===== config.mk =====
export PLATFORM = sky130hd
export DESIGN_NAME = chdr_loopback
export DESIGN_NICKNAME = d
export VERILOG_FILES = /design/src/rtl/chdr_pkg.sv /design/src/rtl/axis_short_fifo.sv /design/src/rtl/chdr_dest_demux.sv /design/src/rtl/chdr_sid_swap.sv /design/src/rtl/chdr_loopback.sv
export SDC_FILE = /design/constraint.sdc
export NUM_CORES = 1
export LEC_CHECK = 0
export BUFFER_PORTS_ARGS = -buffer_cell sky130_fd_sc_hd__buf_4
export CAP_MARGIN = 20
export CORE_MARGIN = 2
export CORE_UTILIZATION = 63
export DETAILED_ROUTE_END_ITERATION = 8
export PLACE_DENSITY = 0.84
export SYNTH_ARGS = -nofsm -noshare
export SYNTH_HDL_FRONTEND = slang
export SYNTH_SLANG_ARGS = --single-unit

===== constraint.sdc =====
create_clock -name clk -period 7.7 [get_ports clk]
set_clock_uncertainty 0.15 [all_clocks]
set_input_delay 1.54 -clock clk [delete_from_list [all_inputs] [get_ports clk]]
set_output_delay 1.54 -clock clk [all_outputs]
set_load 0.005 [all_outputs]

===== src/rtl/chdr_pkg.sv =====
//////////////////////////////////////////////////
// Shared types and helpers for the CHDR loopback
// endpoint. Modules take these by a wildcard
// import in the body and scoped names in ports.
//////////////////////////////////////////////////

package chdr_pkg;

   // Default stream data width
   localparam int DATA_W = 64;

   // Stream ID is endpoint address over port number
   localparam int SID_W  = 16;
   localparam int ADDR_W = 8;

   typedef logic [SID_W-1:0]  sid_t;
   typedef logic [ADDR_W-1:0] ep_addr_t;

   // One AXI-stream transfer, last sits above the data like {tlast, tdata}
   typedef struct packed {
      logic              last;
      logic [DATA_W-1:0] data;
   } axis_beat_t;

   // Header word layout, bits 63:32 carry the CHDR control word untouched
   localparam int HDR_DST_LSB = 0;
   localparam int HDR_SRC_LSB = 16;

   // Exchange the source and destination SID halves of a header word
   function automatic logic [DATA_W-1:0] sid_swap(input logic [DATA_W-1:0] hdr);
      sid_t              src_sid;
      sid_t              dst_sid;
      logic [DATA_W-1:0] swapped;
      src_sid = hdr[HDR_SRC_LSB +: SID_W];
      dst_sid = hdr[HDR_DST_LSB +: SID_W];
      swapped = hdr;
      swapped[HDR_SRC_LSB +: SID_W] = dst_sid;
      swapped[HDR_DST_LSB +: SID_W] = src_sid;
      return swapped;
   endfunction

   // Endpoint address of the destination SID in a header word
   function automatic ep_addr_t dst_endpoint(input logic [DATA_W-1:0] hdr);
      sid_t dst_sid;
      dst_sid = hdr[HDR_DST_LSB +: SID_W];
      return dst_sid[SID_W-1 -: ADDR_W];
   endfunction

endpackage


===== src/rtl/axis_short_fifo.sv =====
//////////////////////////////////////////////////
// Small AXI-stream FIFO holding whole beat structs.
// Depth is a power of two, at least 2. A beat
// written into an empty FIFO is valid one cycle on.
//////////////////////////////////////////////////

module axis_short_fifo #(
   parameter int FIFO_DEPTH = 4
) (
   input  logic                 clk,
   input  logic                 reset,
   // Write side
   input  chdr_pkg::axis_beat_t i_beat,
   input  logic                 i_valid,
   output logic                 o_ready,
   // Read side
   output chdr_pkg::axis_beat_t o_beat,
   output logic                 o_valid,
   input  logic                 i_ready
);

   import chdr_pkg::*;

   localparam int PTR_W = $clog2(FIFO_DEPTH);
   localparam int CNT_W = $clog2(FIFO_DEPTH + 1);

   axis_beat_t       mem [FIFO_DEPTH];
   logic [PTR_W-1:0] wr_ptr;
   logic [PTR_W-1:0] rd_ptr;
   logic [CNT_W-1:0] count;
   logic             push;
   logic             pop;

   // Full blocks the writer, empty hides the reader
   assign o_ready = (count != CNT_W'(FIFO_DEPTH));
   assign o_valid = (count != '0);

   assign push = i_valid & o_ready;
   assign pop  = o_valid & i_ready;

   // Head entry comes straight out of the storage flops
   assign o_beat = mem[rd_ptr];

   always_ff @(posedge clk) begin
      if (push) begin
         mem[wr_ptr] <= i_beat;
      end
   end

   // Pointers wrap on their own since the depth is a power of two
   always_ff @(posedge clk) begin
      if (reset) begin
         wr_ptr <= '0;
         rd_ptr <= '0;
      end else begin
         if (push) begin
            wr_ptr <= wr_ptr + PTR_W'(1);
         end
         if (pop) begin
            rd_ptr <= rd_ptr + PTR_W'(1);
         end
      end
   end

   // Occupancy holds when a push and a pop land together
   always_ff @(posedge clk) begin
      if (reset) begin
         count <= '0;
      end else begin
         case ({push, pop})
            2'b10: begin
               count <= count + CNT_W'(1);
            end
            2'b01: begin
               count <= count - CNT_W'(1);
            end
            default: begin
               count <= count;
            end
         endcase
      end
   end

endmodule


===== src/rtl/chdr_dest_demux.sv =====
//////////////////////////////////////////////////
// Per-packet router. The header beat's destination
// endpoint picks the local or the forward output
// and the choice holds until the last beat leaves.
//////////////////////////////////////////////////

module chdr_dest_demux #(
   parameter chdr_pkg::ep_addr_t LOCAL_ADDR = 8'h00
) (
   input  logic                 clk,
   input  logic                 reset,
   // Packet input
   input  chdr_pkg::axis_beat_t i_beat,
   input  logic                 i_valid,
   output logic                 o_ready,
   // Packets addressed to this endpoint
   output chdr_pkg::axis_beat_t o_loc_beat,
   output logic                 o_loc_valid,
   input  logic                 i_loc_ready,
   // Everything else
   output chdr_pkg::axis_beat_t o_fwd_beat,
   output logic                 o_fwd_valid,
   input  logic                 i_fwd_ready
);

   import chdr_pkg::*;

   logic     in_hdr;
   logic     route_loc_q;
   logic     hdr_is_loc;
   logic     sel_loc;
   logic     xfer;
   ep_addr_t hdr_dst;

   // Destination of the beat on the input, meaningful on headers only
   assign hdr_dst    = dst_endpoint(i_beat.data);
   assign hdr_is_loc = (hdr_dst == LOCAL_ADDR);

   // Header decides now, body beats follow the latched route
   assign sel_loc = in_hdr ? hdr_is_loc : route_loc_q;

   // Both outputs see the beat, valid goes only one way
   assign o_loc_beat  = i_beat;
   assign o_fwd_beat  = i_beat;
   assign o_loc_valid = i_valid & sel_loc;
   assign o_fwd_valid = i_valid & ~sel_loc;

   assign o_ready = sel_loc ? i_loc_ready : i_fwd_ready;
   assign xfer    = i_valid & o_ready;

   // Header flag is back up after a last beat
   always_ff @(posedge clk) begin
      if (reset) begin
         in_hdr <= 1'b1;
      end else if (xfer) begin
         in_hdr <= i_beat.last;
      end
   end

   // Route is captured on the header transfer
   always_ff @(posedge clk) begin
      if (reset) begin
         route_loc_q <= 1'b0;
      end else if (xfer && in_hdr) begin
         route_loc_q <= hdr_is_loc;
      end
   end

endmodule


===== src/rtl/chdr_sid_swap.sv =====
//////////////////////////////////////////////////
// Zero-latency header rewriter. The first beat of
// each packet gets its source and destination SIDs
// exchanged; body beats pass untouched.
//////////////////////////////////////////////////

module chdr_sid_swap (
   input  logic                 clk,
   input  logic                 reset,
   // Upstream
   input  chdr_pkg::axis_beat_t i_beat,
   input  logic                 i_valid,
   output logic                 o_ready,
   // Downstream
   output chdr_pkg::axis_beat_t o_beat,
   output logic                 o_valid,
   input  logic                 i_ready
);

   import chdr_pkg::*;

   logic in_hdr;
   logic xfer;

   // Handshake passes straight through
   assign o_valid = i_valid;
   assign o_ready = i_ready;
   assign xfer    = i_valid & i_ready;

   assign o_beat.last = i_beat.last;
   assign o_beat.data = in_hdr ? sid_swap(i_beat.data) : i_beat.data;

   // Set on reset and after last, cleared after any other beat
   always_ff @(posedge clk) begin
      if (reset) begin
         in_hdr <= 1'b1;
      end else if (xfer) begin
         in_hdr <= i_beat.last;
      end
   end

endmodule


===== src/rtl/chdr_loopback.sv =====
//////////////////////////////////////////////////
// CHDR loopback endpoint top. Local packets come
// back on the loop port with SIDs swapped, two
// cycles late; other packets go out on forward.
//////////////////////////////////////////////////

module chdr_loopback #(
   parameter chdr_pkg::ep_addr_t LOCAL_ADDR = 8'h00,
   parameter int                 FIFO_DEPTH = 4
) (
   input  logic                        clk,
   input  logic                        reset,
   // Packet input
   input  logic [chdr_pkg::DATA_W-1:0] i_tdata,
   input  logic                        i_tlast,
   input  logic                        i_tvalid,
   output logic                        o_tready,
   // Reflected packets
   output logic [chdr_pkg::DATA_W-1:0] o_loop_tdata,
   output logic                        o_loop_tlast,
   output logic                        o_loop_tvalid,
   input  logic                        i_loop_tready,
   // Passed-on packets
   output logic [chdr_pkg::DATA_W-1:0] o_fwd_tdata,
   output logic                        o_fwd_tlast,
   output logic                        o_fwd_tvalid,
   input  logic                        i_fwd_tready
);

   import chdr_pkg::*;

   axis_beat_t in_beat;
   axis_beat_t fwd_beat;
   axis_beat_t demux_loc_beat;
   logic       demux_loc_valid;
   logic       demux_loc_ready;
   axis_beat_t fifo1_out_beat;
   logic       fifo1_out_valid;
   logic       fifo1_out_ready;
   axis_beat_t swap_out_beat;
   logic       swap_out_valid;
   logic       swap_out_ready;
   axis_beat_t loop_beat;

   assign in_beat.data = i_tdata;
   assign in_beat.last = i_tlast;

   chdr_dest_demux #(
      .LOCAL_ADDR(LOCAL_ADDR)
   ) demux_i (
      .clk         (clk),
      .reset       (reset),
      .i_beat      (in_beat),
      .i_valid     (i_tvalid),
      .o_ready     (o_tready),
      .o_loc_beat  (demux_loc_beat),
      .o_loc_valid (demux_loc_valid),
      .i_loc_ready (demux_loc_ready),
      .o_fwd_beat  (fwd_beat),
      .o_fwd_valid (o_fwd_tvalid),
      .i_fwd_ready (i_fwd_tready)
   );

   axis_short_fifo #(
      .FIFO_DEPTH(FIFO_DEPTH)
   ) fifo1_i (
      .clk     (clk),
      .reset   (reset),
      .i_beat  (demux_loc_beat),
      .i_valid (demux_loc_valid),
      .o_ready (demux_loc_ready),
      .o_beat  (fifo1_out_beat),
      .o_valid (fifo1_out_valid),
      .i_ready (fifo1_out_ready)
   );

   chdr_sid_swap swap_i (
      .clk     (clk),
      .reset   (reset),
      .i_beat  (fifo1_out_beat),
      .i_valid (fifo1_out_valid),
      .o_ready (fifo1_out_ready),
      .o_beat  (swap_out_beat),
      .o_valid (swap_out_valid),
      .i_ready (swap_out_ready)
   );

   // Second FIFO keeps the swap logic off the loop output
   axis_short_fifo #(
      .FIFO_DEPTH(FIFO_DEPTH)
   ) fifo2_i (
      .clk     (clk),
      .reset   (reset),
      .i_beat  (swap_out_beat),
      .i_valid (swap_out_valid),
      .o_ready (swap_out_ready),
      .o_beat  (loop_beat),
      .o_valid (o_loop_tvalid),
      .i_ready (i_loop_tready)
   );

   assign o_loop_tdata = loop_beat.data;
   assign o_loop_tlast = loop_beat.last;
   assign o_fwd_tdata  = fwd_beat.data;
   assign o_fwd_tlast  = fwd_beat.last;

endmodule


==> reports/metrics.yaml <==
clk_pin_slew_worst_paths_ns: 0.06
drtAntennaViolNets: 0
slowest_delay_ns: 0.56
hpwl_mm: 20.1
setup_viol: 0
synth_top_area_share_pct: 75.5
core_sq_um: 32500
slew_violations: 0
crit_path_start_kind: "primary input"
cpMaxStageDelayCell: "or4_4"
tns_ns: 0
cts_setup_buffers: 0
async_flop_share_pct: 0
hp-class: "register to register"
grt_pass1_vias: 9821
firstDrtPassIters: 5
cts_made_buffers: 51
grt_remaining_overflow: 0
cp_max_fo: 7
grtUsageTotal_pct: 23.1
yosysUniqueCellTypes: 38
met1_length_mm: 15.8
power.density_nw_per_um2: 303
endpoint_kind: "output pin"
tightest_slew_ns: 1.13
hold_buffers: 0
route.detailed.drc: 0
layoutNonFillerInstCount: 1550
path_class: "primary input to output pin"
post-place-ws_ns: 3.03
synth_common_cells: "edfxtp_1 (520), mux4_2 (130), buf_4 (72)"
path_delay_family: "simple AND/OR/NAND/NOR gates"
synth_largest_area_cell: "edfxtp_1"
port_buffers: 202
clock-sinks: 541
fin_ws_ns: 3.02
drive_gt1_share_pct: 42.1
yosys_warnings: 0
status: "completed"
clock_latency_ns: 0.55
cts_tree: "built"
clock_path_buffers: 3
met2_wirelength_mm: 19.7
cp.required_ns: 6.01
whs_ns: 0.366
initial_utilization_pct: 63.7
worstPathArrival_ns: 2.99
synth_edf_count: 520
syn_avg_cell_area_sq_um: 22.8
worst-r2r-cell-count: 3
finalCritPeriodShare_pct: 60.8
crit_buf_inv: 2
crit_path_cell_trace: "buf_4 -> or4_4 -> o31ai_4 -> nor2_1 -> nor2_1 -> buf_4"
dr.first_iter.drc_count: 829
top_layer: "met4"
min_to: "fifo1_i.wr_ptr[0]$_SDFFE_PP0P_"
syn-instance-count: 906
htreeDepth: 2
drt-total-wl_mm: 38.4
ys_ff_latch: 541
r2r_end: "fifo2_i.mem[0][29]$_DFFE_PP_"
vias: 9375
p_leak_nw: 7.80
holdPathStages: 2
grt_start_max_net_pins: 66
final_hold_viol_count: 0
yosysSeqAreaShare_pct: 77.5
dieArea_sq_um: 34300
synthFlopType: "edfxtp_1"
period_needed_ns: 4.68
gp_congestion: 0.709
r2r_slack_ns: 4.80
dieHeight_um: 185
cap_violations: 0
ctsResizeCount: 0
rsz0062_at_grt: "no"
wire_per_inst_um: 24.8
synthesis.area_sq_um: 20700
synthTopCellsByArea: "edfxtp_1 (75%), mux4_2 (14%), buf_4 (2.6%)"
slew_headroom_pct: 24.8
die_width_um: 185
yosysMostFrequentCell: "edfxtp_1"
clockRootBuffer: "clkbuf_16"
grt_pass1_wl_mm: 58.1
wl_met3_mm: 2.18
worstHoldStart: "fifo1_i.wr_ptr[0]$_SDFFE_PP0P_"
core.rowCount: 66
ios: 203
nets: 1151
fmax_mhz: 214
drt-vias-per-instance: 6.05
syn_nets: 988
dp.cells: 1453
ir_drop_mv: 0.190
antenna_found_initial: 1
area_growth_syn_to_layout_pct: 16.4
utilization_pct: 74.2
## worst max path at each step
stage | from | to | slack (ns) | depth (start not counted)
finish | i_tdata[13] | o_tready | 3.02 | 6
CTS | register | o_loop_tdata[14] | 2.96 | 3
global route | register | o_loop_tdata[14] | 2.82 | 3
global placement | i_tdata[13] | o_fwd_tvalid | 3.06 | 5
floorplan | i_tdata[13] | fifo1_i.mem[0][0]$_DFFE_PP_ | 3.10 | 3
detailed placement | i_tdata[13] | o_fwd_tvalid | 3.03 | 5
## worst register-to-register path, cell delays in order, from the launching register on
cell and delay (ns):
dfxtp_4 0.74, buf_4 0.75, mux4_2 0.66, mux2_2 0.33
## through the flow
| step | power (mW) | area, sq um |
|---|---|---|
| after floorplan | 4.31 | 20700 |
| after global placement | 4.70 | 22200 |
| after detailed placement | 4.74 | 22200 |
| after CTS | 7.33 | 23900 |
| after global routing | 7.55 | 24100 |
| final | 7.29 | 24100 |
## cell families (layout without fill, tap and decap cells)
group / after synthesis / in the layout / synth area share (%)
AO/OA/AOI/OAI: 21 / 21 / 0.720
flip-flops: 541 / 541 / 77.5
XOR/XNOR: 9 / 9 / 0.381
multiplexers: 164 / 164 / 16.0
AND/OR/NAND/NOR: 46 / 46 / 1.16
buffers and inverters: 113 / 314 / 3.42
adder cells (fa/ha/maj): 12 / 12 / 0.799
other: 0 / 1 / 0
## cell type report
type	instances	area, sq um
inverters	14	52.6
diodes	1	2.50
clock buffers	64	1380
flip-flops and latches	541	16100
clock inverters	27	395
multi-input cells	252	3970
fillers	1761	8380
well taps	442	553
repair buffers	209	1670
## per-layer routing
metal / vias up / track usage [%]
met2: 364 / 38.8
met5: - / 0
met4: 0 / 5.97
li1: 3999 / -
met1: 4955 / 32.6
met3: 57 / 3.46
## flip-flops by register name, indices dropped and copies added, names as in the netlist, 2 cells and up, named ones only
signal and count:
fifo1_i.mem 260, fifo2_i.mem 260, fifo1_i.count 3, fifo2_i.count 3, fifo1_i.rd_ptr 2, fifo1_i.wr_ptr 2
fifo2_i.rd_ptr 2, fifo2_i.wr_ptr 2
## placed cells by master, fill, tap and decap left out, drive strengths merged, types with 3 or more instances in the layout
master / netlist / final
and3: 4 / 4
mux2: 32 / 32
edfxtp: 520 / 520
nand3: 3 / 3
bufinv: 0 / 10
buf: 86 / 209
nand2: 3 / 3
nor2: 20 / 20
clkinv: 0 / 16
and2: 7 / 7
ha: 10 / 10
mux4: 130 / 130
a21oi: 7 / 7
xnor2: 4 / 4
or3: 3 / 3
o21ai: 6 / 6
clkbuf: 13 / 64
dfxtp: 21 / 21
xor2: 5 / 5
inv: 14 / 15
## report_power, final
part	leakage [nW]	internal, mW	switching, mW
logic	2.09	0.596	0.489
clock network	0.868	1.60	1.01
registers	4.85	3.47	0.131
(Power assumes the default switching activity.)
